**src/sort_shim_pkg.sv**
```systemverilog
// Shared field widths, request and response structs and slot helper; imported by the shim RTL
`default_nettype none

package sort_shim_pkg;

    // ====================
    // Field widths
    // ====================

    // Width of a line address as seen by both the AFU and the platform
    localparam int addr_w = 32;

    // Width of the AFU metadata tag carried with every request and response
    localparam int mdata_w = 8;

    // Width of one data line
    localparam int data_w = 64;

    // ====================
    // Channel payloads
    // ====================

    // Read request on channel 0, 40 bits
    typedef struct packed {
        logic [addr_w-1:0]  addr;
        logic [mdata_w-1:0] mdata;
    } rd_req_t;

    // Write request on channel 1, 104 bits
    typedef struct packed {
        logic [addr_w-1:0]  addr;
        logic [mdata_w-1:0] mdata;
        logic [data_w-1:0]  data;
    } wr_req_t;

    // Read response on channel 0, 72 bits
    typedef struct packed {
        logic [mdata_w-1:0] mdata;
        logic [data_w-1:0]  data;
    } rd_rsp_t;

    // Write response on channel 1, metadata only
    typedef struct packed {
        logic [mdata_w-1:0] mdata;
    } wr_rsp_t;

    // ====================
    // Helpers
    // ====================

    // Number of bits in a scoreboard slot index
    // A single-entry scoreboard still gets a one bit index so that ports stay legal
    function automatic int slot_idx_w(input int n_entries);
        int w;
        w = (n_entries > 1) ? $clog2(n_entries) : 1;
        return w;
    endfunction

endpackage

`default_nettype wire
```
**src/sort_shim_top.sv**
```systemverilog
// Top level of the response-sorting shim between the AFU request ports and the platform port
`timescale 1ns/1ns
`default_nettype none

module sort_shim_top
    import sort_shim_pkg::*;
#(
    parameter int n_sb_entries = 16,
    parameter int buf_depth    = 4
) (
    input  logic    clk,
    input  logic    rst_n,
    // AFU side
    input  logic    afu_c0_tx_valid,
    input  rd_req_t afu_c0_tx,
    output logic    afu_c0_tx_alm_full,
    input  logic    afu_c1_tx_valid,
    input  wr_req_t afu_c1_tx,
    output logic    afu_c1_tx_alm_full,
    output logic    afu_c0_rx_valid,
    output rd_rsp_t afu_c0_rx,
    output logic    afu_c1_rx_valid,
    output wr_rsp_t afu_c1_rx,
    // Platform side
    output logic    plat_c0_tx_valid,
    output rd_req_t plat_c0_tx,
    input  logic    plat_c0_tx_alm_full,
    output logic    plat_c1_tx_valid,
    output wr_req_t plat_c1_tx,
    input  logic    plat_c1_tx_alm_full,
    input  logic    plat_c0_rx_valid,
    input  rd_rsp_t plat_c0_rx,
    input  logic    plat_c1_rx_valid,
    input  wr_rsp_t plat_c1_rx
);

    // Buffer heads and dequeue strobes
    logic    c0_not_empty;
    rd_req_t c0_first;
    logic    c0_deq;
    logic    c1_not_empty;
    wr_req_t c1_first;
    logic    c1_deq;

    // Read requests from the AFU
    req_buffer #(
        .entry_w   ($bits(rd_req_t)),
        .buf_depth (buf_depth)
    ) c0_buf (
        .clk,
        .rst_n,
        .enq_valid (afu_c0_tx_valid),
        .enq_data  (afu_c0_tx),
        .alm_full  (afu_c0_tx_alm_full),
        .deq       (c0_deq),
        .not_empty (c0_not_empty),
        .first     (c0_first)
    );

    // Write requests from the AFU
    req_buffer #(
        .entry_w   ($bits(wr_req_t)),
        .buf_depth (buf_depth)
    ) c1_buf (
        .clk,
        .rst_n,
        .enq_valid (afu_c1_tx_valid),
        .enq_data  (afu_c1_tx),
        .alm_full  (afu_c1_tx_alm_full),
        .deq       (c1_deq),
        .not_empty (c1_not_empty),
        .first     (c1_first)
    );

    sort_responses #(
        .n_sb_entries(n_sb_entries)
    ) sorter (
        .clk,
        .rst_n,
        .c0_not_empty,
        .c0_first,
        .c1_not_empty,
        .c1_first,
        .c0_deq,
        .c1_deq,
        .plat_c0_tx_alm_full,
        .plat_c1_tx_alm_full,
        .plat_c0_tx_valid,
        .plat_c0_tx,
        .plat_c1_tx_valid,
        .plat_c1_tx,
        .plat_c0_rx_valid,
        .plat_c0_rx,
        .afu_c0_rx_valid,
        .afu_c0_rx
    );

    // Write responses are not sorted and reach the AFU in the same cycle
    assign afu_c1_rx_valid = plat_c1_rx_valid;
    assign afu_c1_rx       = plat_c1_rx;

endmodule

`default_nettype wire

```
**src/sort_responses.sv**
```systemverilog
// Request gating across both channels and read response sorting between buffers and platform
`timescale 1ns/1ns
`default_nettype none

module sort_responses
    import sort_shim_pkg::*;
#(
    parameter int n_sb_entries = 16
) (
    input  logic    clk,
    input  logic    rst_n,
    // Heads of the request buffers
    input  logic    c0_not_empty,
    input  rd_req_t c0_first,
    input  logic    c1_not_empty,
    input  wr_req_t c1_first,
    output logic    c0_deq,
    output logic    c1_deq,
    // Platform ports
    input  logic    plat_c0_tx_alm_full,
    input  logic    plat_c1_tx_alm_full,
    output logic    plat_c0_tx_valid,
    output rd_req_t plat_c0_tx,
    output logic    plat_c1_tx_valid,
    output wr_req_t plat_c1_tx,
    input  logic    plat_c0_rx_valid,
    input  rd_rsp_t plat_c0_rx,
    // Sorted read responses toward the AFU
    output logic    afu_c0_rx_valid,
    output rd_rsp_t afu_c0_rx
);

    localparam int idx_w = slot_idx_w(n_sb_entries);

    // Scoreboard state seen by the request logic
    logic             sb_not_full;
    logic [idx_w-1:0] sb_alloc_idx;

    logic c0_blocked;
    logic c1_blocked;
    logic process_requests;

    // ====================
    // Request gating
    // ====================

    // A read head is stuck if the platform is almost full or no slot is free
    assign c0_blocked = c0_not_empty && (plat_c0_tx_alm_full || !sb_not_full);

    // A write head only waits on the platform
    assign c1_blocked = c1_not_empty && plat_c1_tx_alm_full;

    // Move requests only when no pending head is stuck
    // Both channels advance together, which keeps reads and writes in issue order
    assign process_requests = (c0_not_empty || c1_not_empty) && !(c0_blocked || c1_blocked);

    assign c0_deq = process_requests && c0_not_empty;
    assign c1_deq = process_requests && c1_not_empty;

    // ====================
    // Channel 0, reads
    // ====================

    assign plat_c0_tx_valid = c0_deq;

    // The platform sees the slot index in place of the AFU tag
    always_comb begin
        plat_c0_tx       = c0_first;
        plat_c0_tx.mdata = mdata_w'(sb_alloc_idx);
    end

    // The tag comes back from the platform unchanged, so its low bits name the slot
    rd_scoreboard #(
        .n_sb_entries(n_sb_entries)
    ) c0_scoreboard (
        .clk,
        .rst_n,
        .alloc         (c0_deq),
        .alloc_mdata   (c0_first.mdata),
        .not_full      (sb_not_full),
        .alloc_idx     (sb_alloc_idx),
        .fill          (plat_c0_rx_valid),
        .fill_idx      (plat_c0_rx.mdata[idx_w-1:0]),
        .fill_data     (plat_c0_rx.data),
        .release_valid (afu_c0_rx_valid),
        .release_rsp   (afu_c0_rx)
    );

    // ====================
    // Channel 1, writes
    // ====================

    // Writes keep their own tag and data, they only wait for the joint gate
    assign plat_c1_tx_valid = c1_deq;
    assign plat_c1_tx       = c1_first;

endmodule

`default_nettype wire

```
**src/rd_scoreboard.sv**
```systemverilog
// Read scoreboard that swaps AFU metadata for slot indices and releases out-of-order data in order
`timescale 1ns/1ns
`default_nettype none

module rd_scoreboard
    import sort_shim_pkg::*;
#(
    parameter int n_sb_entries = 16
) (
    input  logic                                 clk,
    input  logic                                 rst_n,
    // Slot allocation as a read request leaves for the platform
    input  logic                                 alloc,
    input  logic [mdata_w-1:0]                   alloc_mdata,
    output logic                                 not_full,
    output logic [slot_idx_w(n_sb_entries)-1:0]  alloc_idx,
    // Platform data, arriving in any slot order
    input  logic                                 fill,
    input  logic [slot_idx_w(n_sb_entries)-1:0]  fill_idx,
    input  logic [data_w-1:0]                    fill_data,
    // Responses toward the AFU in allocation order
    output logic                                 release_valid,
    output rd_rsp_t                              release_rsp
);

    localparam int idx_w = slot_idx_w(n_sb_entries);
    localparam int cnt_w = $clog2(n_sb_entries + 1);

    typedef logic [idx_w-1:0] idx_t;

    // ====================
    // Slot state
    // ====================

    // Original AFU metadata, one per slot
    logic [mdata_w-1:0] meta_mem [n_sb_entries];

    // Returned line data, one per slot
    logic [data_w-1:0] data_mem [n_sb_entries];

    // Set once the platform has returned data for a slot
    logic [n_sb_entries-1:0] ready;

    // Next slot to hand out and oldest slot still outstanding
    idx_t newest;
    idx_t oldest;

    // Number of slots currently in use
    logic [cnt_w-1:0] count;

    // The oldest slot has its data and leaves at the next edge
    logic release_now;

    assign release_now = ready[oldest];
    assign not_full    = (count != cnt_w'(n_sb_entries));
    assign alloc_idx   = newest;

    // ====================
    // Control
    // ====================

    // Slots are handed out circularly, so the pointers wrap on their own
    // because the slot count is a power of two
    always_ff @(posedge clk) begin
        if (!rst_n) begin
            newest        <= '0;
            oldest        <= '0;
            count         <= '0;
            ready         <= '0;
            release_valid <= 1'b0;
        end else begin
            release_valid <= release_now;
            if (alloc) begin
                newest <= newest + 1'b1;
            end
            // Free the oldest slot as its response goes out
            if (release_now) begin
                ready[oldest] <= 1'b0;
                oldest        <= oldest + 1'b1;
            end
            // A slot that fills is never the one being freed in the same cycle
            if (fill) begin
                ready[fill_idx] <= 1'b1;
            end
            case ({alloc, release_now})
                2'b10:   count <= count + 1'b1;
                2'b01:   count <= count - 1'b1;
                default: count <= count;
            endcase
        end
    end

    // ====================
    // Payload
    // ====================

    // Metadata is written at allocation and data at fill
    // The released response is rebuilt from both copies of the oldest slot
    always_ff @(posedge clk) begin
        if (alloc) begin
            meta_mem[newest] <= alloc_mdata;
        end
        if (fill) begin
            data_mem[fill_idx] <= fill_data;
        end
        if (release_now) begin
            release_rsp.mdata <= meta_mem[oldest];
            release_rsp.data  <= data_mem[oldest];
        end
    end

endmodule

`default_nettype wire

```
**src/req_buffer.sv**
```systemverilog
// Circular request FIFO for one AFU channel; the AFU enqueues and the sorter dequeues explicitly
`timescale 1ns/1ns
`default_nettype none

module req_buffer #(
    parameter int entry_w   = 40,
    parameter int buf_depth = 4
) (
    input  logic               clk,
    input  logic               rst_n,
    // AFU side, written whenever the valid strobe is high
    input  logic               enq_valid,
    input  logic [entry_w-1:0] enq_data,
    output logic               alm_full,
    // Sorter side, head is presented without a register stage
    input  logic               deq,
    output logic               not_empty,
    output logic [entry_w-1:0] first
);

    localparam int ptr_w = (buf_depth > 1) ? $clog2(buf_depth) : 1;
    localparam int cnt_w = $clog2(buf_depth + 1);

    typedef logic [ptr_w-1:0] ptr_t;

    // Storage for the queued requests
    logic [entry_w-1:0] mem [buf_depth];

    ptr_t             wr_ptr;
    ptr_t             rd_ptr;
    logic [cnt_w-1:0] count;

    // Advance a pointer and wrap at the last entry
    // The depth need not be a power of two
    function automatic ptr_t ptr_inc(input ptr_t p);
        ptr_t nxt;
        if (p == ptr_t'(buf_depth - 1)) begin
            nxt = '0;
        end else begin
            nxt = p + 1'b1;
        end
        return nxt;
    endfunction

    // Pointers and occupancy
    always_ff @(posedge clk) begin
        if (!rst_n) begin
            wr_ptr <= '0;
            rd_ptr <= '0;
            count  <= '0;
        end else begin
            if (enq_valid) begin
                wr_ptr <= ptr_inc(wr_ptr);
            end
            // The sorter only dequeues while not_empty is high
            if (deq) begin
                rd_ptr <= ptr_inc(rd_ptr);
            end
            case ({enq_valid, deq})
                2'b10:   count <= count + 1'b1;
                2'b01:   count <= count - 1'b1;
                default: count <= count;
            endcase
        end
    end

    // Entry storage
    always_ff @(posedge clk) begin
        if (enq_valid) begin
            mem[wr_ptr] <= enq_data;
        end
    end

    // Head of the queue goes straight to the sorter
    assign first     = mem[rd_ptr];
    assign not_empty = (count != '0);

    // Raised with one or no free entries, leaving room for a request already in flight
    assign alm_full = (count >= cnt_w'(buf_depth - 1));

endmodule

`default_nettype wire

```
**config.mk**
```make
export PLATFORM = sky130hd
export DESIGN_NAME = sort_shim_top
export DESIGN_NICKNAME = d
export VERILOG_FILES = /design/src/sort_shim_pkg.sv /design/src/sort_shim_top.sv /design/src/sort_responses.sv /design/src/rd_scoreboard.sv /design/src/req_buffer.sv
export SDC_FILE = /design/constraint.sdc
export NUM_CORES = 2
export LEC_CHECK = 0
export ABC_CLOCK_PERIOD_IN_PS = 8300
export BUFFER_PORTS_ARGS = -buffer_cell sky130_fd_sc_hd__buf_2
export CORE_AREA = 8 8 360 432
export DETAILED_ROUTE_END_ITERATION = 8
export DIE_AREA = 0 0 368 440
export HOLD_SLACK_MARGIN = 0.05
export PLACE_DENSITY = 0.73
export SETUP_SLACK_MARGIN = 0.02
export SYNTH_ARGS = -nofsm -noshare
export SYNTH_HDL_FRONTEND = slang
export SYNTH_SLANG_ARGS = --single-unit
```
**constraint.sdc**
```tcl
create_clock -name clk -period 8.3 [get_ports clk]
set_input_delay 0.83 -clock clk [delete_from_list [all_inputs] [get_ports clk]]
set_output_delay 0.83 -clock clk [all_outputs]
set_load 0.02 [all_outputs]
```
# Yosys cells after proc, flatten, opt, wreduce, memory -nomap -nowiden
# Memory sizes are Yosys's and may differ from the RTL's. A register that Yosys moved wholly into a read port is not among the register bits.
# Cells that the tools add are included.
[totals]
inputBits = 232
elab_cells = 92
n_memories = 4
reg_bits = 44
ramBits = 1728
[memory_table]
columns = ["name", "depth", "width", "rd", "rd_clocked_by_memory_dff", "write_ports", "line_no", "source"]
rows = [
  ["sorter.c0_scoreboard.data_mem", 16, 64, 1, 1, 1, "rd_scoreboard.sv:39", "logic [data_w-1:0] data_mem [n_sb_entries];"],
  ["c1_buf.mem", 4, 104, 1, 1, 1, "req_buffer.sv:27", "logic [entry_w-1:0] mem [buf_depth];"],
  ["c0_buf.mem", 4, 40, 1, 1, 1, "req_buffer.sv:27", ""],
  ["sorter.c0_scoreboard.meta_mem", 16, 8, 1, 1, 1, "rd_scoreboard.sv:36", "logic [mdata_w-1:0] meta_mem [n_sb_entries];"],
]
[op_classes]
bitwise_logic = 3
eq_ne = 11
n_reduce_logical = 17
mux = 28
n_addsub = 12
magnitude_cmp = 6
[ops]
columns = ["op", "n"]
rows = [
  ["16-bit two-way mux", 3],
  ["16-bit bitwise AND", 1],
  ["2-bit two-way mux", 8],
  ["16-bit NOT", 1],
  ["16-bit OR", 1],
  ["2-bit equality test (second input constant)", 7],
  ["3-bit one-hot mux with 2 select lines", 2],
  ["1-bit two-way mux", 11],
  ["4-bit by 5-bit less-than comparator with 1-bit output (second input constant)", 2],
  ["5-bit one-hot mux with 2 select lines", 1],
  ["2-bit by 1-bit adder with 2-bit output (second input constant)", 4],
  ["4-bit by 1-bit adder with 4-bit output (second input constant)", 2],
  ["1-bit demux with 4-bit select", 2],
  ["4-bit by 1-bit >= comparator with 1-bit output (second input constant)", 2],
  ["1-bit logical AND", 7],
  ["3-bit by 1-bit adder with 3-bit output (second input constant)", 2],
  ["2-bit by 1-bit equality test with 1-bit output (second input constant)", 3],
  ["3-bit by 2-bit >= comparator with 1-bit output (second input constant)", 2],
  ["2-bit nonzero test", 3],
  ["3-bit nonzero test", 2],
  ["3-bit by 1-bit subtractor with 3-bit output (second input constant)", 2],
  ["5-bit by 1-bit adder with 5-bit output (second input constant)", 1],
  ["5-bit != test (second input constant)", 1],
  ["5-bit by 1-bit subtractor with 5-bit output (second input constant)", 1],
  ["other kinds (3)", 6],
]

# Longest topological paths before layout
[depth]
ltp_word = 10
ltp_mapped = 14

# Modules after synthesis
# A second synthesis with hierarchy kept.
[hier_totals]
hier_cells = 2893
hier_area_um2 = 70681.5
[by_module_without_submodules]
columns = ["module", "seq_area_each_um2", "area_per_inst_um2", "cells_per_inst", "n_inst"]
rows = [
  ["rd_scoreboard", 37355.8, 47728.3, 1889, 1],
  ["req_buffer at c1_buf", 12672.2, 15491.1, 591, 1],
  ["req_buffer at c0_buf", 4984.8, 6283.5, 256, 1],
  ["sort_responses", 0.0, 1111.1, 148, 1],
  ["sort_shim_top", 0.0, 67.6, 9, 1],
]

# Least setup slack after synthesis
# No wires, ideal clock.
[synth_timing]
path_kind = "in2reg"
from = "input plat_c0_rx[67] (netlist name)"
to = "memory sorter.c0_scoreboard.data_mem[0][0], enable pin"
required_ps = 7653
arrival_time_ps = 7271
path_slack_ps = 381
n_path_buf = 1
path_stages = 2
path_cell_list = "clkbuf_1 > nor4_1"
[synth_lines]
columns = ["element", "line_no", "source"]
rows = [
  ["start: declaration", "sort_shim_top.sv:32", "input rd_rsp_t plat_c0_rx,"],
  ["end: declaration", "rd_scoreboard.sv:39", ""],
]
# Straight into the memory's write port.

# Worst setup path after layout
[layout_timing]
from = "register sorter.c0_scoreboard.oldest[1]"
to = "register sorter.c0_scoreboard.count[4]"
[layout_between]
elab_chain_len = 4
elab_cells_between_ends = 6
cone_classes = "2 x eq/ne; 3 x mux; 1 x reduce/logical"
[layout_rtl]
columns = ["element", "line_no", "source"]
rows = [
  ["start: declaration", "rd_scoreboard.sv:46", "idx_t oldest;"],
  ["start signal: assignment", "rd_scoreboard.sv:79", "oldest <= oldest + 1'b1;"],
  ["1-bit binary-select mux with 4-bit select (*)", "rd_scoreboard.sv:54", "assign release_now = ready[oldest];"],
  ["1-bit two-way mux (implied by the code) (*)", "rd_scoreboard.sv:54", ""],
  ["via sorter.c0_scoreboard.release_now", "rd_scoreboard.sv:52", "logic release_now;"],
  ["2-bit by 1-bit equality test with 1-bit output / 2-bit equality test (equally long branches)", "rd_scoreboard.sv:85", "case ({alloc, release_now})"],
  ["5-bit one-hot mux with 2 select lines / 2-bit nonzero test (equally long branches)", "n/a", ""],
  ["end signal: assignment", "rd_scoreboard.sv:86", "2'b10: count <= count + 1'b1;"],
  ["end signal: assignment", "rd_scoreboard.sv:87", "2'b01: count <= count - 1'b1;"],
  ["end signal: assignment", "rd_scoreboard.sv:88", "default: count <= count;"],
  ["end: declaration", "rd_scoreboard.sv:49", "logic [cnt_w-1:0] count;"],
]
# The timed path passes the listed nets; every way through them passes the cells marked *. The select of a mux whose other input is x is not followed.
# A chain may end at the register's enable or synchronous reset.

==> metrics.log <==
[metrics] endpoint required time on the critical path: 9.03 ns
[metrics] total negative slack: 0 ns
[metrics] H-tree lvl count: 4
[metrics] critical path buffer and inverter count: 2
[metrics] Worst setup SP type: register
[metrics] async set-or-reset flop fraction in the synthesized netlist: 0%
[metrics] FMAX: between 200 and 250 MHz
[metrics] Arr. time, crit path: 5.54 ns
[metrics] WS Path Type: reg2reg
[metrics] top cells by area, synth: edfxtp_1, mux4_2, dfxtp_1
[metrics] fin crit share: 58.0%
[metrics] post-layout instance count excluding filler cells: ~5,400
[metrics] number of instances resized during post-cts repair: 0
[metrics] fraction of layout instances using a drive strength above 1: between 30% and 40%
[metrics] global-route total usage across every layer: between 10% and 20%
[metrics] Sinks on Clock Net: ~1,800
[metrics] final count of hold timing violations: 0
[metrics] CP max FO: 43
[metrics] root buffer selected by CTS: clkbuf_16
[metrics] hold buffers post-CTS: 0
[metrics] area fraction of the dominant cell type after synthesis: just under 80%
[metrics] cell type group with the largest total delay on the critical path: multiplexers
[metrics] final worst path period need: between 4 and 5 ns
[metrics] row count: around 160
[metrics] I/O pin count: about 460
[metrics] total congestion overflow after global routing: 0
[metrics] Nets: approximately 3,500
[metrics] maximum vdd drop: 0.226 mV
[metrics] clock insertion delay at the later pin of the skew report: approximately 0.8 ns
[metrics] total DRC errors in the routed layout: 0
[metrics] placeable core region: 0.148 mm2
[metrics] CTS clk-pin slew, worst paths: around 0.060 ns
[metrics] post-detailed-route count of antenna-violating nets: 0
[metrics] Top FF cell, synth: edfxtp_1
[metrics] largest net degree at the start of global routing: 114
[metrics] initial core utilization: a little under half
[metrics] dpl cells: between 5,000 and 6,000
[metrics] die outline height: between 400 and 500 um
[metrics] leading area contributor after synthesis: edfxtp_1
[metrics] part of the Yosys area used for sequential elements: 79.6%
[metrics] maximum single-stage delay on the critical path: 0.76 ns
[metrics] Syn Inst Count: roughly 2,800
[metrics] Area growth syn-to-layout: 14.7%
[metrics] cell area power density: 260 mW/mm2
[metrics] Die Width: 368 um
[metrics] M3 GR Usage: 5.63%
[metrics] count of synthesis-stage warnings from yosys: 0
[metrics] estimated wirelength of the detail-placed design: roughly 83,000 um
[metrics] standby leakage power: 24.9 nW
[metrics] slew margin rel.: 27.9%
[metrics] Final Max Tran Viols: 0
[metrics] transition at the pin with the smallest max-transition slack: 1.08 ns
[metrics] Routed WL: around 150,000 um
[metrics] highest-delay cell along the critical path: dfxtp_4
[metrics] # Max-Cap Violations: 0
[metrics] routed via count: between 30,000 and 40,000
[metrics] TritonCTS Buffers: around 180
[metrics] global-route track usage on met2: 30.3%
[metrics] routed vias/inst: about 5.6
[metrics] final worst clock skew: approximately 0.043 ns
[metrics] final-report setup violation count: 0
[metrics] Setup crit end kind: register
[metrics] series of cell instances along the critical path: buf_4, mux4_2, mux2_4, mux2i_4, inv_4, ha_1, xor2_1, ha_1, a211o_1, a21oi_1, a221oi_1, or3_1, a21oi_1
[metrics] post-synthesis register bit count: about 1,800
[metrics] most used standard cell by instance count after synthesis: edfxtp_1
[metrics] buffer levels on the longest clock path: 3
[metrics] result of the run: finished clean
[metrics] violation count after the first detailed-route iteration: around 2,600
[metrics] via count of the first global-routing pass: around 32,000
[metrics] area enclosed by the die boundary: approximately 0.16 mm2
[metrics] post-synth design cell area: ~0.069 mm2
[metrics] met1 Use GR: 23.2%
[metrics] post-synthesis area per instance: around 25 um2
[metrics] routed wirelength normalized by instance count: between 20 and 30 um
[metrics] final weighted congestion in routability-driven placement: 0.728
[metrics] count of buffers from port buffering: 435
[metrics] unique cell type count in the Yosys netlist: between 40 and 50
[metrics] initial antenna violation count: 44
[metrics] EDFF count, synth: 1,800
[metrics] 1st-pass router iterations: 5
[metrics] commonest cells in the netlist: edfxtp_1, mux4_2, buf_4
[metrics] post-CTS setup buffer count: 0
[metrics] most congested layer reported by global routing: met2
[metrics] setup repair after global routing missed its margin: no
[metrics] type of the most critical hold path: in2reg
[metrics] CTS tree: yes
[metrics] first-pass GRT wire length: 217,000 um
## area by class of cell
type	instances	area, um2
Sequential cell	1848	55000
Multi-Input combinational cell	751	13200
Clock inverter	112	1220
Fill cell	11000	68900
Clock buffer	214	4670
Inverter	22	85.1
Antenna cell	24	60.1
Timing Repair Buffer	489	2610
Tap cell	1962	2450
## report_power, final
part / leakage [nW] / internal [mW] / switching (mW)
Combinational: 5.29 / 0.765 / 1.13
Clock: 2.85 / 4.62 / 3.44
Sequential: 16.7 / 10.6 / 0.126
## layer usage
layer,up-vias,part of all wire (%)
met5,-,0.068
met2,1199,50
met1,16200,39
met4,16,2.4
li1,12900,-
met3,241,9.0
## state kept, by name (all words and copies together) (netlist names), 3 cells and up, named ones only
register	count
c0_buf.mem	160
c1_buf.mem	416
sorter.c0_scoreboard.data_mem	1024
sorter.c0_scoreboard.release_rsp	72
c0_buf.count	3
sorter.c0_scoreboard.oldest	4
sorter.c0_scoreboard.count	5
sorter.c0_scoreboard.ready	16
sorter.c0_scoreboard.meta_mem	128
sorter.c0_scoreboard.alloc_idx	4
c1_buf.count	3
## per-stage QoR
step | worst slack [ns] | utilization [%] | hold slack [ns] | power, mW | area [um2]
after global placement | 3.44 | 49.5 | 0.486 | 12.8 | 73300
after floorplan | 0.381 | - | 0.455 | 12.2 | 69200
final | 3.49 | 53.5 | 0.220 | 20.7 | 79300
after CTS | 3.43 | 53.5 | 0.141 | 20.9 | 79200
after detailed placement | 3.42 | 49.5 | 0.489 | 12.8 | 73300
after global routing | 3.25 | 53.5 | 0.173 | 21.3 | 79300
## cells by family after synthesis
family / after synthesis / synth area share, %
AO/OA/AOI/OAI: 51 / 0.429
other: 1 / 0.00542
multiplexers: 522 / 16.9
XOR/XNOR: 11 / 0.139
AND/OR/NAND/NOR: 137 / 0.925
flip-flops: 1848 / 79.6
buffers and inverters: 198 / 1.60
adder cells (fa/ha/maj): 26 / 0.492
## worst paths after layout
check | start | end | slack (ns) | depth (start not counted)
max | sorter.c0_scoreboard.oldest[1] | sorter.c0_scoreboard.count[4] | 3.49 | 13
min | afu_c0_tx[8] | c0_buf.mem[3][8] | 0.22 | 1
max reg2reg | sorter.c0_scoreboard.oldest[1] | sorter.c0_scoreboard.count[4] | 3.49 | 13
min reg2reg | sorter.c0_scoreboard.count[4] | sorter.c0_scoreboard.count[4] | 0.50 | 2
## placed cells by master (no fill, tap or decap), types with 5 or more instances in the layout
cell and count:
or3_1 7, inv_1 16, mux4_2 512, a21oi_1 31, mux2i_1 7, nand3_1 5, bufinv_16 18, nor3_2 6
o21ai_0 7, nor2_4 8, nor3_1 7, dfxtp_1 40, ha_1 24, inv_6 6, nand2b_1 6, diode_2 24
dfxtp_4 6, buf_4 52, clkinv_1 36, xor2_1 8, nand2_1 25, clkbuf_16 181, edfxtp_1 1800, clkinv_2 24
nor2_1 50, clkinvlp_4 9, buf_2 435, inv_2 5, clkbuf_1 31, clkinv_4 7
Note: power is estimated with default switching activity, not from simulation.
